### src/source/soc_map_pkg.sv
package soc_map_pkg;

  // ------------------------------------------------------------
  // Address map
  // ------------------------------------------------------------
  localparam int unsigned AddrWidth = 64;
  localparam int unsigned WordBytes = 8;      // One bus word

  localparam int unsigned RomWords  = 16;
  localparam int unsigned DramWords = 1024;

  localparam int unsigned RomIdxWidth = $clog2(RomWords);

  localparam logic [AddrWidth-1:0] RomBase    = 64'h0000_0000_0001_0000;
  localparam logic [AddrWidth-1:0] RomLength  = AddrWidth'(RomWords * WordBytes);

  // Nothing lives here, accesses get a decode error
  localparam logic [AddrWidth-1:0] GpioBase   = 64'h0000_0000_4000_0000;
  localparam logic [AddrWidth-1:0] GpioLength = 64'h0000_0000_0000_1000;

  localparam logic [AddrWidth-1:0] DramBase   = 64'h0000_0000_8000_0000;
  localparam logic [AddrWidth-1:0] DramLength = AddrWidth'(DramWords * WordBytes);

  // Last DRAM word doubles as exit mailbox
  localparam logic [AddrWidth-1:0] ExitAddr   = DramBase + DramLength - AddrWidth'(WordBytes);

  // ------------------------------------------------------------
  // Boot image and debug
  // ------------------------------------------------------------
  localparam logic [31:0] BootTag = 32'hB007_C0DE;

  localparam int unsigned NbHarts          = 2;
  localparam int unsigned DebugDelayCycles = 64;  // Cycles of boot code before debug

  // Target selected by the crossbar
  typedef enum logic [1:0] {
    RegionRom,
    RegionDram,
    RegionErr
  } region_e;

endpackage

### src/source/debug_req_gate.sv
`timescale 1ns/1ps

module debug_req_gate (
  input  logic                            clk_i,
  input  logic                            rst_ni,
  input  logic [soc_map_pkg::NbHarts-1:0] debug_req_i,
  input  logic                            debug_en_i,
  output logic [soc_map_pkg::NbHarts-1:0] debug_req_o
);
  import soc_map_pkg::*;

  localparam int unsigned CntWidth = $clog2(DebugDelayCycles + 1);

  logic [CntWidth-1:0] cnt_q;
  logic                window_done;

  // Boot code runs undisturbed while the counter drains
  always_ff @(posedge clk_i or negedge rst_ni) begin : p_cnt
    if (!rst_ni) begin
      cnt_q <= CntWidth'(DebugDelayCycles);
    end else if (cnt_q != '0) begin
      cnt_q <= cnt_q - 1'b1;
    end
  end

  assign window_done = (cnt_q == '0);

  // Pass through only after the window and with debug enabled
  assign debug_req_o = (window_done && debug_en_i) ? debug_req_i : '0;

endmodule

### config.mk
export PLATFORM = sky130hd
export DESIGN_NAME = debug_req_gate
export DESIGN_NICKNAME = d
export VERILOG_FILES = /design/src/source/soc_map_pkg.sv /design/src/source/debug_req_gate.sv
export SDC_FILE = /design/constraint.sdc
export NUM_CORES = 1
export LEC_CHECK = 0
export BUFFER_PORTS_ARGS = -buffer_cell sky130_fd_sc_hd__clkbuf_2
export CORE_AREA = 2 2 39 41
export CTS_CLUSTER_DIAMETER = 30
export DETAILED_ROUTE_END_ITERATION = 16
export DIE_AREA = 0 0 41 43
export GPL_TIMING_DRIVEN = 0
export RECOVER_POWER = 100
export SYNTH_ARGS = -nofsm -noshare
export SYNTH_HDL_FRONTEND = slang
export SYNTH_SLANG_ARGS = --single-unit
export TNS_END_PERCENT = 5
### constraint.sdc
create_clock -name clk_i -period 2.92 [get_ports clk_i]
set_clock_uncertainty 0.05 [all_clocks]
set_input_delay 0.146 -clock clk_i [delete_from_list [all_inputs] [get_ports clk_i]]
set_output_delay 0.146 -clock clk_i [all_outputs]
set_load 0.01 [all_outputs]
# == After elaboration in Yosys (flattened, before gate mapping) ==
# Cells that the tools add are included.
# word_totals
output_inout_bits,2
reg_bits,7
in_bits,5
# op_classes
reduce_logical,3
n_mux,1
n_addsub,1
# op_table
operator,n
logical NOT 7 bit,1
nonzero test 7 bit,1
subtractor 7 x 1 -> 7 bit (second input constant),1
2-to-1 mux 2 bit,1
logical AND 1 bit,1

# == Logic depth before layout (Yosys ltp) ==
# Gate-level depths: netlist of run 1.
# logic_depth
depth_word,3
ltp_mapped,5
ltp_nobuf,5

# == Worst setup path before layout of run 1 ==
# OpenSTA, ideal clock, no wires.
# synth_timing
path_type,register -> output
startpoint,reg cnt_q[2]
endpoint,out debug_req_o[0] (netlist bit)
setup_slack_ns,1.323
t_required_ns,2.724
arrival_ns,1.401
path_stages_with_launch,4
cell_sequence,dfrtp_1 > or3_4 > nor4b_4 > and3_2
# synth_between
elab_chain_cells,3
# synth_lines
element,line,text
start: declaration,debug_req_gate.sv:14,logic [CntWidth-1:0] cnt_q;
start signal: assignment,debug_req_gate.sv:20,cnt_q <= CntWidth'(DebugDelayCycles);
start signal: assignment,debug_req_gate.sv:22,cnt_q <= cnt_q - 1'b1;
logical NOT 7 bit,debug_req_gate.sv:26,assign window_done = (cnt_q == '0);
logical AND 1 bit,debug_req_gate.sv:29,assign debug_req_o = (window_done && debug_en_i) ? debug_req_i : '0;
2-to-1 mux 2 bit,debug_req_gate.sv:29,
end: declaration,debug_req_gate.sv:8,output logic [soc_map_pkg::NbHarts-1:0] debug_req_o
# No other way between the ends.

# == Final worst setup path of run 1 ==
# layout_timing
startpoint,reg cnt_q[2]
endpoint,out debug_req_o[1] (netlist bit)
# The elaborated chain is that of the path after synthesis.

==> results of run 1 <==
power by group through the flow:
stage / sequential (mW) / combinational (mW) / clock (mW)
after floorplan: 0.0988 / 0.00214 / 0
after CTS: 0.0971 / 0.00893 / 0.0927
after global routing: 0.0970 / 0.00931 / 0.0985
after global placement: 0.0988 / 0.00764 / 0
after detailed placement: 0.0988 / 0.00777 / 0
final: 0.0972 / 0.00822 / 0.0875
critical path, cell delays in order (launching register included):
cell and delay, ns:
dfrtp_1 0.41, or3_1 0.44, nor4b_4 0.45, and3_2 0.24
clkbuf_1 0.15
cell type report:
type / count / area (um2) / area share [%]
clock buffers: 4 / 26.3 / 5.80
multi-input cells: 22 / 183 / 40.3
well taps: 16 / 20.0 / 4.42
inverters: 3 / 11.3 / 2.49
flip-flops and latches: 7 / 176 / 39.0
repair buffers: 7 / 36.3 / 8.01
synth_stat cells:
library cell | number | area share [%]
mux2i_1 | 1 | 2.7
inv_1 | 3 | 3.0
nor4b_4 | 1 | 6.3
mux2_2 | 2 | 6.0
xnor2_1 | 4 | 9.3
nor2_1 | 4 | 4.0
dfstp_2 | 1 | 7.0
ha_1 | 2 | 6.7
a21oi_1 | 1 | 1.3
dfrtp_1 | 6 | 40
nor3_1 | 2 | 2.7
and3_2 | 2 | 4.0
or3_4 | 1 | 3.0
nor3b_1 | 2 | 4.0
worst max-delay path by stage:
stage	from	endpoint	slack (ns)	cells after the start
floorplan	cnt_q[2]	debug_req_o[0]	1.32	3
global placement	cnt_q[2]	debug_req_o[1]	1.09	4
detailed placement	cnt_q[2]	debug_req_o[1]	1.09	4
CTS	cnt_q[2]	debug_req_o[1]	0.81	4
global route	cnt_q[2]	debug_req_o[1]	0.65	4
finish	cnt_q[2]	debug_req_o[1]	0.79	4
metrics by stage:
step | cell area, um2 | hold slack [ns] | setup slack, ns | total power [mW]
finish | 453 | 0.301 | 0.787 | 0.193
detailed placement | 425 | -0.0576 | 1.09 | 0.107
global placement | 425 | -0.0563 | 1.09 | 0.106
CTS | 462 | 0.214 | 0.807 | 0.199
floorplan | 375 | -0.200 | 1.32 | 0.101
global route | 453 | 0.322 | 0.654 | 0.205
per-layer routing:
metal	routed length (um)	GRT usage, %
met1	285	10.4
met2	343	13.4
met3	1	0
met4	8	12.0
met5	0	0
cells by family after synthesis:
family	Yosys count	synth area share (%)
and+or+nand+nor	12	24.0
DFF	7	47.0
AOI/OAI and AO/OA	1	1.33
buffers and inverters	3	3.00
muxes	3	8.67
adders and majority gates	2	6.67
xor gates and xnor gates	4	9.33
placed cells by master, fill, tap and decap left out:
| cell type | instances |
|---|---|
| dfrtp_1 | 6 |
| xnor2_1 | 4 |
| nor2_1 | 4 |
| clkbuf_1 | 4 |
| inv_1 | 3 |
| clkbuf_4 | 3 |
| clkbuf_2 | 3 |
| and3_2 | 2 |
| nor3_1 | 2 |
| mux2_2 | 2 |
| nor3b_1 | 2 |
| ha_1 | 2 |
| or3_1 | 1 |
| nor4b_4 | 1 |
| a21oi_1 | 1 |
| mux2i_1 | 1 |
| dfstp_2 | 1 |
| dlygate4sd3_1 | 1 |
what timing repair did:
action / in CTS / in global routing
setup endpoints to repair: 0 / 0
gates resized for setup: 0 / 0
endpoints found under the hold margin: 7 / 0
hold buffers: 1 / 0
==> qor.yml, run 1 <==
cts_buffer_depth: 2
port_buffers: 6
overflow: 0
die_h_um: 43
via_per_inst: 4.25
top_regs: "cnt_q (7)"
period_minus_slack_ns: 2.13
grt_pass1_vias: 266
htree_levels: 1
numCtsBuffers: 3
antenna_found_initial: 0
hold_class: "in -> async"
synthCells: 32
rows: 14
rsz0062_at_grt: "false"
pin_count: 7
grt_start_max_net_pins: 8
final_max_slew_viol_count: 0
setup_viol: 0
status: "complete, no violations"
period_share_pct: 73.0
power_frac_seq_pct: 50.4
startpoint_type: "register"
reg2reg_from: "cnt_q[2]"
clock.fmax_mhz: 469
clk_pin_slew_ns: 0.05
intPower_mw: 0.153
fin_cells: 59
yosysSeqAreaShare_pct: 47.0
initial_utilization_pct: 27.1
max_slew_margin_pct: 68.8
grt_usage_pct: 9.38
rrSetupSlack_ns: 1.24
p_leak_nw: 0.231
clk_latency_ns: 0.25
drtAntennaViolNets: 0
switching_share_pct: 20.5
p_comb_share_pct: 4.3
end_kind: "primary output"
grt_pass1_wl_um: 1040
num_antenna_cells: 0
syn2layout_area_growth_pct: 20.7
fin_tns_setup_ns: 0
drc_errors: 0
clkPwrFrac_pct: 45.4
cp_data_required_time_ns: 2.72
vias: 251
synth_fp_nets: 39
r2r.worst_path.cells: 3
ys_seq_elements: 7
die_w_um: 41
hold_viol: 0
cts_sinks: 7
max-vdd-ir-drop_uv: 115
drive_gt1_share_pct: 27.9
wirelength_um: 639
worst_slew_pin_slew_ns: 0.466
wl_per_cell_um: 10.8
syn_area_per_cell_um2: 11.7
powerDensity_nw_per_um2: 426
final_core_util_pct: 32.7
power.switching_mw: 0.0396
largest_register_ffs: 7
worst-path-max-fanout: 7
drt_iter0_markers: 2
ys_types: 14
postCtsSetupBuffers: 0
synth_area_um2: 375
core_area_um2: 1380
dieArea_um2: 1760
cts_tree: "yes"
cts_root_buf: "clkbuf_4"
rr_endpoint: "cnt_q[1]"
cp.arrival_ns: 1.94
fillers: 152
crit_type: "reg -> out"
drtPass1Iterations: 4
nets: 51
placed_cells: 54
routabilityCongestion: 0.606
ys_warn_count: 0
regMostFlops: "cnt_q"
max-cap-violations: 0
Power figures use the tool's default switching activity.
==> run 2, diff against run 1 <==
==> constraint.sdc (replaced) <==
create_clock -name clk_i -period 2.05 [get_ports clk_i]
set_clock_uncertainty 0.05 [all_clocks]
set_input_delay 0.1025 -clock clk_i [delete_from_list [all_inputs] [get_ports clk_i]]
set_output_delay 0.1025 -clock clk_i [all_outputs]
set_load 0.01 [all_outputs]
==> run 2 against run 1 <==
- die area unchanged
- final cell count increased by 1.7%
- worst hold slack got worse by 0.043 ns
- flip-flop and latch count unchanged
- utilization increased by 0.63 points
- wire length increased by 3.0%
- first-iteration DRC count unchanged
- register-to-register slack got worse by 0.99 ns
- critical path type unchanged
- critical endpoint unchanged
- largest cell class unchanged
- largest power group unchanged
==> qor.yml, run 2 (synthesis results as in run 1) <==
status: "complete, no violations"
timing.critical_path.from: "cnt_q[2]"
num_antenna_cells: 0
cp.arrival_ns: 1.75
r2r.worst_path.cells: 4
drtPass1Iterations: 5
final_area_um2: 462
path_cells: "or3_4 > nor4b_4 > and3_2 > clkbuf_1"
cts_buffer_depth: 2
crit_type: "reg -> out"
endpoint: "debug_req_o[1]"
rr_endpoint: "cnt_q[1]"
dieArea_um2: 1760
top_regs: "cnt_q (7)"
max-cap-violations: 0
overflow: 0
wirelength_um: 658
drc_errors: 0
cts_tree: "yes"
grt_pass1_wl_um: 1060
hold_class: "in -> async"
regMostFlops: "cnt_q"
die_h_um: 43
end_kind: "primary output"
worst_slew_pin_slew_ns: 0.415
grt_pass1_vias: 263
layout_commonest_cell: "dfrtp_1"
final_max_slew_viol_count: 0
max-vdd-ir-drop_uv: 164
core_area_um2: 1380
cts_resized: 0
htree_levels: 1
vias: 250
fin_tns_setup_ns: 0
routabilityCongestion: 0.606
layout_common_cells: "dfrtp_1 (6), clkbuf_1 (5), xnor2_1 (4), nor2_1 (4)"
grt_start_max_net_pins: 8
wl_per_cell_um: 11.0
p_comb_share_pct: 4.3
clk_pin_slew_ns: 0.05
period_minus_slack_ns: 1.90
cp_data_required_time_ns: 1.90
port_buffers: 6
hold_viol: 0
drt_iter0_markers: 2
max_slew_margin_pct: 72.3
antenna_found_initial: 0
worst-path-max-fanout: 4
pin_count: 7
cts_sinks: 7
largest_register_ffs: 7
reg2reg_from: "cnt_q[2]"
placed_area_um2: 425
drive_gt1_share_pct: 29.5
cts_root_buf: "clkbuf_4"
drtAntennaViolNets: 0
power.switching_mw: 0.0567
placed_cells: 54
clk_latency_ns: 0.25
max_stage_delay_ns: 0.41
fillers: 152
p_total_mw: 0.275
power_frac_seq_pct: 50.3
intPower_mw: 0.218
p_leak_nw: 0.230
rows: 14
setup_viol: 0
clock.fmax_mhz: 526
powerDensity_nw_per_um2: 596
fin_cells: 60
numCtsBuffers: 3
startpoint_type: "register"
syn2layout_area_growth_pct: 23.0
critPathSlowestCell: "dfrtp_1"
clkPwrFrac_pct: 45.4
switching_share_pct: 20.6
nets: 52
rrSetupSlack_ns: 0.25
initial_utilization_pct: 27.1
die_w_um: 41
grt_usage_pct: 9.68
via_per_inst: 4.17
period_share_pct: 92.8
rsz0062_at_grt: "false"
-- run 2: through the flow --
stage          hold slack [ns]  utilization (%)  worst slack, ns
2_1_floorplan           -0.243                -            0.497
3_3_place_gp           -0.0998             30.7            0.267
3_5_place_dp            -0.101             30.7            0.260
4_1_cts                  0.171             33.9            0.128
5_1_grt                  0.279             33.4           0.0401
6_report                 0.258             33.4            0.148
-- run 2: per-layer routing --
layer	routed length (um)	vias up	track usage, %
met5	0	-	0
met4	0	0	12.0
met3	0	0	0
met2	356	0	13.8
met1	302	116	11.1
li1	-	134	-
-- run 2: critical path, delay by kind of cell, from the launching register on --
kind          cells  cell delay [ns]
simple gates      3             0.94
flops             1             0.41
buf+inv           1             0.15
-- run 2: repair_timing --
item / 4_1_cts / 5_1_grt
endpoints found under the setup margin: 2 / 0
hold endpoints to repair: 7 / 0
hold buffers: 1 / 0
setup buffers: 1 / 0
-- run 2: cell type report --
| class | count | area [um2] | area share [%] |
|---|---|---|---|
| repair buffers | 8 | 40.0 | 8.67 |
| flip-flops and latches | 7 | 176 | 38.2 |
| well taps | 16 | 20.0 | 4.34 |
| clock buffers | 4 | 26.3 | 5.69 |
| inverters | 3 | 11.3 | 2.44 |
| multi-input cells | 22 | 188 | 40.7 |
-- run 2: worst min-delay path by stage --
stage | end | start | slack [ns]
final | cnt_q[4] | rst_ni | 0.26
after global routing | cnt_q[5] | rst_ni | 0.28
after CTS | cnt_q[3] | rst_ni | 0.17
after detailed placement | cnt_q[4] | rst_ni | -0.10
after global placement | cnt_q[3] | rst_ni | -0.1
after floorplan | cnt_q[0] | rst_ni | -0.24
-- run 2: power groups by stage --
stage                     Sequential, mW  Clock [mW]  Combinational [mW]
after CTS                          0.138       0.132              0.0127
after floorplan                    0.141           0             0.00305
after global placement             0.141           0              0.0109
after global routing               0.138       0.140              0.0133
final                              0.138       0.125              0.0117
after detailed placement           0.141           0              0.0111
