`src/source/soc_map_pkg.sv`:
```
package soc_map_pkg;

  // ------------------------------------------------------------
  // Address map
  // ------------------------------------------------------------
  localparam int unsigned AddrWidth = 64;
  localparam int unsigned WordBytes = 8;      // One bus word

  localparam int unsigned RomWords  = 16;
  localparam int unsigned DramWords = 1024;

  localparam int unsigned RomIdxWidth = $clog2(RomWords);

  localparam logic [AddrWidth-1:0] RomBase    = 64'h0000_0000_0001_0000;
  localparam logic [AddrWidth-1:0] RomLength  = AddrWidth'(RomWords * WordBytes);

  // Nothing lives here, accesses get a decode error
  localparam logic [AddrWidth-1:0] GpioBase   = 64'h0000_0000_4000_0000;
  localparam logic [AddrWidth-1:0] GpioLength = 64'h0000_0000_0000_1000;

  localparam logic [AddrWidth-1:0] DramBase   = 64'h0000_0000_8000_0000;
  localparam logic [AddrWidth-1:0] DramLength = AddrWidth'(DramWords * WordBytes);

  // Last DRAM word doubles as exit mailbox
  localparam logic [AddrWidth-1:0] ExitAddr   = DramBase + DramLength - AddrWidth'(WordBytes);

  // ------------------------------------------------------------
  // Boot image and debug
  // ------------------------------------------------------------
  localparam logic [31:0] BootTag = 32'hB007_C0DE;

  localparam int unsigned NbHarts          = 2;
  localparam int unsigned DebugDelayCycles = 64;  // Cycles of boot code before debug

  // Target selected by the crossbar
  typedef enum logic [1:0] {
    RegionRom,
    RegionDram,
    RegionErr
  } region_e;

endpackage

```
`src/source/bus_pkg.sv`:
```
package bus_pkg;

  // ------------------------------------------------------------
  // Channel widths
  // ------------------------------------------------------------
  localparam int unsigned DataWidth  = 8 * soc_map_pkg::WordBytes;  // 64
  localparam int unsigned StrbWidth  = DataWidth / 8;
  localparam int unsigned ByteOffset = $clog2(StrbWidth);
  localparam int unsigned IdxWidth   = $clog2(soc_map_pkg::DramWords);

  // Master request, one word per transfer
  typedef struct packed {
    logic [soc_map_pkg::AddrWidth-1:0] addr;
    logic                              we;
    logic [DataWidth-1:0]              wdata;
    logic [StrbWidth-1:0]              be;
  } bus_req_t;

  typedef struct packed {
    logic [DataWidth-1:0] rdata;
    logic                 err;    // Decode error
  } bus_rsp_t;

  // Target side, address already turned into a word index
  typedef struct packed {
    logic [IdxWidth-1:0]  idx;
    logic                 we;
    logic [DataWidth-1:0] wdata;
    logic [StrbWidth-1:0] be;
  } mem_req_t;

endpackage

```
`src/source/mem_xbar.sv`:
```
`timescale 1ns/1ps

module mem_xbar (
  input  logic                             clk_i,
  input  logic                             rst_ni,
  // Master side
  input  logic                             req_valid_i,
  output logic                             req_ready_o,
  input  bus_pkg::bus_req_t                req_i,
  output logic                             rsp_valid_o,
  input  logic                             rsp_ready_i,
  output bus_pkg::bus_rsp_t                rsp_o,
  // Target side
  output logic                             rom_req_o,
  output logic                             dram_req_o,
  output bus_pkg::mem_req_t                mem_req_o,
  input  logic [bus_pkg::DataWidth-1:0]    rom_rdata_i,
  input  logic [bus_pkg::DataWidth-1:0]    dram_rdata_i
);
  import soc_map_pkg::*;
  import bus_pkg::*;

  // Everything needed to build the held response
  typedef struct packed {
    logic    valid;
    logic    rd;
    region_e region;
  } rsp_state_t;

  logic                 rom_hit;
  logic                 dram_hit;
  region_e              region;
  logic [AddrWidth-1:0] offset;
  logic                 accept;
  logic                 ready_en_q;   // Low until first edge after reset
  rsp_state_t           state_d, state_q;

  // ------------------------------------------------------------
  // Address decode
  // ------------------------------------------------------------
  assign rom_hit  = (req_i.addr >= RomBase)  && (req_i.addr < RomBase + RomLength);
  assign dram_hit = (req_i.addr >= DramBase) && (req_i.addr < DramBase + DramLength);

  always_comb begin : p_decode
    if (rom_hit && !req_i.we) begin
      region = RegionRom;
    end else if (dram_hit) begin
      region = RegionDram;
    end else begin
      region = RegionErr;             // GPIO window, unmapped or ROM write
    end
  end

  assign offset = req_i.addr - ((region == RegionRom) ? RomBase : DramBase);

  assign mem_req_o.idx   = offset[ByteOffset +: IdxWidth];
  assign mem_req_o.we    = req_i.we;
  assign mem_req_o.wdata = req_i.wdata;
  assign mem_req_o.be    = req_i.be;

  // ------------------------------------------------------------
  // Handshake and routing
  // ------------------------------------------------------------
  assign req_ready_o = ready_en_q && (!state_q.valid || rsp_ready_i);
  assign accept      = req_valid_i && req_ready_o;

  assign rom_req_o  = accept && (region == RegionRom);
  assign dram_req_o = accept && (region == RegionDram);

  always_comb begin : p_state
    state_d = state_q;
    if (state_q.valid && rsp_ready_i) begin
      state_d.valid = 1'b0;           // Taken by the master
    end
    if (accept) begin
      state_d.valid  = 1'b1;
      state_d.rd     = !req_i.we;
      state_d.region = region;
    end
  end

  always_ff @(posedge clk_i or negedge rst_ni) begin : p_regs
    if (!rst_ni) begin
      state_q    <= '0;
      ready_en_q <= 1'b0;
    end else begin
      state_q    <= state_d;
      ready_en_q <= 1'b1;
    end
  end

  // ------------------------------------------------------------
  // Response
  // ------------------------------------------------------------
  // Targets hold their read word, so the response stays stable
  always_comb begin : p_rsp
    rsp_o.rdata = '0;
    rsp_o.err   = 1'b0;
    unique case (state_q.region)
      RegionRom:  rsp_o.rdata = rom_rdata_i;
      RegionDram: begin
        if (state_q.rd) begin
          rsp_o.rdata = dram_rdata_i;
        end
      end
      default:    rsp_o.err = 1'b1;
    endcase
  end

  assign rsp_valid_o = state_q.valid;

endmodule

```
`config.mk`:
```
export PLATFORM = sky130hd
export DESIGN_NAME = mem_xbar
export DESIGN_NICKNAME = d
export VERILOG_FILES = /design/src/source/soc_map_pkg.sv /design/src/source/bus_pkg.sv /design/src/source/mem_xbar.sv
export SDC_FILE = /design/constraint.sdc
export NUM_CORES = 1
export LEC_CHECK = 0
export ABC_AREA = 0
export BUFFER_PORTS_ARGS = -buffer_cell sky130_fd_sc_hd__clkbuf_2
export CAP_MARGIN = 10
export CORE_AREA = 2 2 163 165
export CTS_BUF_LIST = sky130_fd_sc_hd__clkbuf_2
export DETAILED_ROUTE_END_ITERATION = 6
export DIE_AREA = 0 0 165 167
export PLACE_DENSITY = 0.31
export REMOVE_ABC_BUFFERS = 1
export SLEW_MARGIN = 20
export SYNTH_ARGS = -nofsm -noshare
export SYNTH_HDL_FRONTEND = slang
export SYNTH_SLANG_ARGS = --single-unit
```
`constraint.sdc`:
```
create_clock -name clk_i -period 1.9 [get_ports clk_i]
set_input_delay 0.19 -clock clk_i [delete_from_list [all_inputs] [get_ports clk_i]]
set_output_delay 0.19 -clock clk_i [all_outputs]
set_load 0.005 [all_outputs]
```
# Word-level counts from Yosys, hierarchy flattened
# Cells that the tools add are included.
# word_totals
register_bits,5
in_bits,269
output_inout_bits,152
elab_cells,33
# classes
add_sub_neg,1
magnitude_cmp,4
eq_ne,2
n_mux,7
n_reduce_logical,15
# ops
op,count
$pmux W64 S2,1
$ge A64 B17 Y1 const B,1
$ge A64 B32 Y1 const B,1
$lt A64 B17 Y1 const B,1
$lt A64 B32 Y1 const B,1
$mux W64,1
$sub A13 B13 Y13 const B,1
$logic_and A1 B1 Y1,8
$eq A2 B1 Y1 const B,2
$logic_not A2 Y1,2
$mux W2,2
$mux W4,1
$logic_not A1 Y1,2
$mux W1,2
$reduce_bool A2 Y1,1
$reduce_or A2 Y1,1
$logic_or A1 B1 Y1,1

# Logic depth before layout (Yosys ltp)
# Gate-level depths: netlist of the first run.
# logic_depth
depth_word,6
ltp_mapped,4

# Worst setup path before layout of the first run
# OpenSTA, ideal clock, no wires.
# synth_path
path_kind,register -> output
startpoint,register state_q[1] (netlist name)
endpoint,output port rsp_o[10] (netlist name)
t_arrival_ps,1125
required_ps,1710
slack_ps,585
stages_incl_launch_ff,4
n_path_buf,1
path_cell_list,dfrtp_1 -> nor2_1 -> buf_4 -> a22o_1
# synth_rtl
element,line_no,text
"start, declared",mem_xbar.sv:36,"rsp_state_t state_d, state_q;"
"start signal, assigned",mem_xbar.sv:87,state_q <= state_d;
"end, declared",mem_xbar.sv:12,"output bus_pkg::bus_rsp_t rsp_o,"

# Final worst setup path of the first run
# layout_path
startpoint,"register state_q, in the netlist rsp_valid_o"
endpoint,output port rom_req_o
# layout_between
elab_chain_cells,5
# layout_rtl
element,line_no,text
$logic_not A1 Y1,mem_xbar.sv:64,assign req_ready_o = ready_en_q && (!state_q.valid || rsp_ready_i);
$logic_or A1 B1 Y1,mem_xbar.sv:64,
$logic_and A1 B1 Y1,mem_xbar.sv:64,
$logic_and A1 B1 Y1,mem_xbar.sv:65,assign accept = req_valid_i && req_ready_o;
$logic_and A1 B1 Y1,mem_xbar.sv:67,assign rom_req_o = accept && (region == RegionRom);
"end, declared",mem_xbar.sv:14,"output logic rom_req_o,"
# No other way between the ends.

==> metrics.yaml, run 1 <==
setup_path:
  crit_fanout: 4
  start_kind: "flip-flop"
  path_cells: "nand2b_2, nand3_4, nor4_4, buf_4, nor3b_2, clkbuf_2"
  reg2regPathDepth: 5
  critical-path-max-stage-delay_ns: 0.40
  r2r-start: "rsp_valid_o"
  required_ns: 1.71
  r2r_slack_ns: 0.65
  worstSetupPathType: "reg -> out"
  arrival_ns: 1.57
  cp-end-kind: "output port"
  crit_slowest_cell: "dfrtp_1"
  r2r-end: "state_q[1]"
power:
  total_power_w: 0.000463
  power_density_nw_per_um2: 163
  pwr-share-comb_pct: 53.0
  p_sw_share_pct: 29.0
  p_leak_nw: 1.53
  power.switching_w: 0.000134
  clock_power_share_pct: 21.5
  power.internal_w: 0.000328
  p_seq_share_pct: 25.5
  ir_drop_mv: 0.125
detailed_routing:
  drtIter0Drc: 122
  dr.pass1.iters: 4
  via_per_inst: 3.28
  wl_per_cell_um: 20.9
  routed_wl_um: 15100
  ant_nets: 0
  drc: 0
  dr_total_vias: 2365
cts:
  cts_tree: "built"
  cts_buffer_depth: 2
  cts_max_level: 1
  clock_sinks: 5
  ctsResizeCount: 0
  root_buffer: "clkbuf_2"
  clk_pin_slew_worst_paths_ns: 0.06
  clk_latency_ns: 0.22
  cts-buffers-inserted: 3
cells_and_area:
  multi_input_area_sq_um: 853
  drive_gt1_share_pct: 74.1
  nets: 656
  final_cell_mix: "clkbuf_2 (269), a22o_1 (65), nor4_1 (8), buf_4 (5), dfrtp_1 (5)"
  final_util_pct: 11.0
  seq_area_sq_um: 125
  final_common_cell: "clkbuf_2"
  area_growth_pct: 70.2
  fill_cells: 3027
placed_design:
  place.port_buffers: 265
  gp_congestion: 0.721
  dp_worst_setup_slack_ns: 0.165
  dp_hpwl_um: 13200
global_route:
  overflow: 0
  grt_usage_pct: 10.0
  antenna_found_initial: 1
  grt_pass1_wl_um: 18600
  grt_pass1_vias: 2205
  grt_max_degree: 40
hold_path:
  worstHoldStart: "req_i[72]"
  min_path_type: "in -> reg"
  whs_path_depth: 2
  hold_end: "state_q[2]"
timing:
  holdWs_ns: 0.201
  min_period_ns: 1.76
  fmax_mhz: 567
  setup_slack_ns: 0.137
  slew_viol_final: 0
  post-route-period-util_pct: 92.8
  setup_viol: 0
  hold_violations: 0
  clock_skew_ns: 0.00946
  grt_setup_unrepaired: "no"
synth:
  synth_seq_cells: 5
  yosys_warnings: 0
  syn_inst: 205
  synth_area_per_cell_sq_um: 8.12
  netlist_area_sq_um: 1670
  yosysUniqueCellTypes: 21
  seq_area_frac_synth_pct: 7.51
die:
  pin_count: 421
  die_w_um: 165
  coreArea_sq_um: 25800
  start_util_pct: 6.46
  rows: 59
  chipHeight_um: 167
  die-area_sq_um: 27600
run_status:
  status: "complete, no violations"
job:
  drv_cap: 0
-- flip-flops by register name, summed over array words and instances (netlist names) --
name         count
ready_en_q       1
state_q          3
rsp_valid_o      1
-- per-layer routing --
metal	vias to the layer above	wire [um]	global-route usage, %
met3	10	3860	12.7
met5	-	262	8.18
met4	6	51	0.832
met1	1017	5750	10.9
li1	1054	-	-
met2	278	5150	11.5
-- synth_stat cells --
library cell  count  area share [%]
a22o_1           65              34
nor2_1            6             1.4
nand2_1           4            0.90
and2_1            2            0.75
nand2b_2          1            0.53
nor4_2            4             3.0
buf_2             6             1.8
buf_4            89              40
nand3_1           1            0.30
dfrtp_1           5             7.5
nand2b_1          1            0.38
conb_1            1            0.23
nor4_1            8             3.0
nor3_1            1            0.30
nor4_4            1             1.3
clkbuf_1          1            0.23
nand3_4           1             1.1
nand4_1           3             1.1
o21ai_0           1            0.30
nor3b_2           1            0.75
a21oi_1           3            0.90
-- how the worst max path moves through the flow --
stage | slack [ns] | cells past startpoint | startpoint | endpoint
global placement | 0.16 | 6 | req_i[135] | rom_req_o
finish | 0.14 | 6 | rsp_valid_o | rom_req_o
floorplan | -1.08 | 2 | state_q[1] | rsp_o[10]
detailed placement | 0.16 | 6 | req_i[135] | rom_req_o
global route | 0.007 | 6 | rsp_valid_o | rom_req_o
CTS | 0.01 | 6 | req_i[135] | rom_req_o
-- cells by family (layout without fill, tap and decap cells) --
family / count (synthesis) / in the layout / share of synthesized area [%]
buf+inv: 96 / 277 / 42.1
flops: 5 / 5 / 7.51
simple gates: 34 / 34 / 14.7
other cells: 1 / 2 / 0.225
compound gates: 69 / 69 / 35.4
-- stage by stage --
step	cells	setup TNS [ns]	cell area, sq um
2_1_floorplan	109	-69.36	963
3_3_place_gp	713	0	2780
3_5_place_dp	713	0	2780
4_1_cts	718	0	2810
5_1_grt	721	0	2830
6_report	722	0	2830
-- critical path: cells and delay by family, from the launching register on --
| family | cells | cell delay, ns |
|---|---|---|
| buffers and inverters | 2 | 0.31 |
| DFF | 1 | 0.40 |
| and+or+nand+nor | 4 | 0.65 |
-- layout make-up --
cell class | instances | share of cell area (%)
timing repair buffer | 273 | 49.9
multi-input combinational | 104 | 30.1
tap | 335 | 14.8
sequential | 5 | 4.42
clock buffer | 4 | 0.706
antenna | 1 | 0.0883
-- power by group through the flow --
| stage | Clock [W] | Combinational (W) | Sequential (W) |
|---|---|---|---|
| floorplan | 0 | 0.0000213 | 0.000119 |
| global placement | 0 | 0.000241 | 0.000119 |
| detailed placement | 0 | 0.000243 | 0.000120 |
| CTS | 0.000107 | 0.000246 | 0.000118 |
| global route | 0.000116 | 0.000274 | 0.000118 |
| finish | 0.0000993 | 0.000245 | 0.000118 |
-- repair_timing --
action	CTS	global route
endpoints found under the hold margin	5	0
setup buffers	0	3
pin swaps	1	2
hold buffers	1	0
setup endpoints to repair	1	2
No activity file was read; power rests on OpenSTA's default activity.
==> run 2: changes to the inputs <==
- ABC_AREA: 0 -> 1
- CORE_AREA: 2 2 163 165 -> 3 3 161 163
- DIE_AREA: 0 0 165 167 -> 0 0 164 166
- PLACE_DENSITY: 0.31 -> 0.34
==> run 2 against run 1 <==
Effect of this change: wire length rose by 16%; non-clock buffer count increased by 4; fmax increased by 2.7%; cell count up 23%; critical path depth fell by 1; clock-buffer cell count did not move; clock power decreased by 3.5%; largest cell class unchanged.
==> metrics.yaml, run 2 <==
synth:
  dominantRegCellSynth: "dfrtp_1"
  syn_inst: 396  # +93%
  seq_area_frac_synth_pct: 5.76  # -1.8 points
  yosys_warnings: 0  # unchanged
  yosys.cell_count.top_type: "nand3_1"
  synth_seq_cells: 5  # unchanged
  yosysTopAreaCell: "nand3_1"
  netlist_top_cells_area: "nand3_1 (30%), buf_4 (29%), nand2_1 (16%), nor2_1 (6.9%), dfrtp_1 (5.8%)"
  async_flop_share_pct: 100  # unchanged
  netlist_area_sq_um: 2170  # +30%
  yosysUniqueCellTypes: 19  # -9.5%
  synthTopCellsByCount: "nand3_1 (131), nand2_1 (90), buf_4 (83)"
  netlist.area_leader.share_pct: 30.2  # -9.9 points
  synth-edff-count: 0  # unchanged
  synth_area_per_cell_sq_um: 5.49  # -32%
detailed_routing:
  dr_total_vias: 3255  # +38%
  drc: 0  # unchanged
  wl_per_cell_um: 19.5  # -6.4%
  drtIter0Drc: 161  # +32%
  via_per_inst: 3.65  # +12%
  dr.pass1.iters: 4  # unchanged
  routed_wl_um: 17400  # +16%
  ant_nets: 0  # unchanged
die:
  pin_count: 421  # unchanged
  start_util_pct: 8.88  # +2.4 points
  die_w_um: 164  # -0.61%
  coreArea_sq_um: 24500  # -5.1%
  die-area_sq_um: 27200  # -1.2%
  rows: 57  # -3.4%
  chipHeight_um: 166  # -0.60%
cts:
  cts_buffer_depth: 2  # unchanged
  cts_setup_buffers: 0  # unchanged
  clock_sinks: 5  # unchanged
  clk_latency_ns: 0.21  # about the same
  ctsResizeCount: 0  # unchanged
  cts-buffers-inserted: 3  # unchanged
  cts_max_level: 1  # unchanged
  clk_pin_slew_worst_paths_ns: 0.06  # about the same
  root_buffer: "clkbuf_2"
  cts_tree: "built"
  hold_buffers: 1  # unchanged
timing:
  setup_viol: 0  # unchanged
  slew_viol_final: 0  # unchanged
  fin_setup_tns_ns: 0  # unchanged
  hold_violations: 0  # unchanged
  clock_skew_ns: 0.00460  # -0.00486 ns
  post-route-period-util_pct: 90.3  # -2.4 points
  grt_setup_unrepaired: "no"
  min_period_ns: 1.72  # -0.0464 ns
  fmax_mhz: 583  # +2.7%
  setup_slack_ns: 0.184  # +0.0464 ns
placed_design:
  dp_worst_setup_slack_ns: 0.383  # +0.218 ns
  place.port_buffers: 265  # unchanged
  dp_hpwl_um: 14300  # +8.8%
  gp_congestion: 0.753  # +4.4%
power:
  pwr-share-comb_pct: 77.1  # +24 points
  p_seq_share_pct: 13.3  # -12 points
  ir_drop_mv: 0.151  # +21%
  power_density_nw_per_um2: 301  # +85%
  p_leak_nw: 1.94  # +27%
  power.internal_w: 0.000549  # +67%
  clock_power_share_pct: 9.7  # -12 points
  power.switching_w: 0.000442  # +230%
  p_sw_share_pct: 44.6  # +16 points
run_status:
  status: "complete, no violations"
global_route:
  antenna_found_initial: 0  # -1
  grt_usage_pct: 11.7  # +1.7 points
  grt_pass1_vias: 3051  # +38%
  grt_pass1_wl_um: 22900  # +23%
  grt_max_degree: 65  # +63%
  overflow: 0  # unchanged
cells_and_area:
  diodes: 0  # -1
  final_common_cell: "clkbuf_2"
  nets: 837  # +28%
  final_util_pct: 13.4  # +2.4 points
  drive_gt1_share_pct: 51.1  # -23 points
  fill_cells: 2878  # -4.9%
  regMostFlops: "state_q"
  final_cell_mix: "clkbuf_2 (269), nand3_1 (131), nand2_1 (90), nor2_1 (40)"
  largest_reg_flops: 3  # unchanged
  area_growth_pct: 51.3
hold_path:
  min_path_type: "in -> reg"
setup_path:
  worstSetupPathType: "reg -> out"
  start_kind: "flip-flop"
  required_ns: 1.71  # about the same
  arrival_ns: 1.53  # -0.04 ns
  cp-end-kind: "output port"
  crit_fanout: 42  # +38
job:
  drv_cap: 0  # unchanged
run 2: cell count changes in the layout (fill, tap and decap cells not counted), moves of 6 or more:
cell,previous run,this run
nand3_1,1,131
nand2_1,4,90
a22o_1,65,0
nor2_1,4,40
nor4_1,8,0
inv_1,0,6
run 2: stage by stage:
step / cell area [sq um] / instances / power (W) / hold slack (ns)
after floorplan: 1380 / 286 / 0.000399 / -0.106
after global routing: 3290 / 891 / 0.00111 / 0.219
after global placement: 3260 / 886 / 0.000921 / 0.0180
after CTS: 3290 / 891 / 0.00102 / 0.219
final: 3290 / 891 / 0.000991 / 0.231
after detailed placement: 3260 / 886 / 0.000909 / 0.0137
run 2: metal layers:
metal  part of all wire (%)  vias up  GRT usage [%]
li1                       -     1551              -
met1                     35     1322           11.4
met2                     37      352           15.8
met3                     25       20           13.2
met4                    1.0       10           1.58
met5                    2.1        -           12.7
run 2: worst paths after layout:
check / slack (ns) / from / cells past startpoint / to
setup reg to reg: 0.86 / rsp_valid_o / 5 / state_q[1]
hold reg to reg: 0.52 / state_q[0] / 2 / state_q[0]
min in group asynchronous: 0.33 / rst_ni / 2 / ready_en_q
setup / recovery: 0.18 / state_q[1] / 5 / rsp_o[42]
max in group asynchronous: 1.43 / rst_ni / 2 / state_q[2]
hold / removal: 0.23 / rsp_ready_i / 4 / rsp_valid_o
run 2: final cells by class:
cell class / count / area (sq um) / share of cell area [%]
multi-input combinational: 273 / 1220 / 37.2
timing repair buffer: 277 / 1480 / 45.1
tap: 324 / 405 / 12.3
inverter: 8 / 30.0 / 0.914
sequential: 5 / 126 / 3.84
clock buffer: 4 / 20.0 / 0.609
run 2: worst max-delay path, stage by stage, from the launching register on:
cell and delay, ns:
dfrtp_1 0.44, nor2_4 0.26, buf_12 0.24, nand3_1 0.10
nand2_1 0.12, clkbuf_2 0.13
run 2: power groups by stage:
stage                     clock (W)  combinational, W  sequential (W)
final                     0.0000958          0.000763        0.000131
after global routing       0.000115          0.000856        0.000133
after CTS                  0.000101          0.000785        0.000132
after detailed placement          0          0.000776        0.000134
after global placement            0          0.000788        0.000133
after floorplan                   0          0.000231        0.000168
run 2: cell families after synthesis:
group	Yosys count	synth area share, %
AND/OR/NAND/NOR	268	55.0
buffers and inverters	118	37.9
flip-flops	5	5.76
AO/OA/AOI/OAI	4	1.21
other	1	0.173
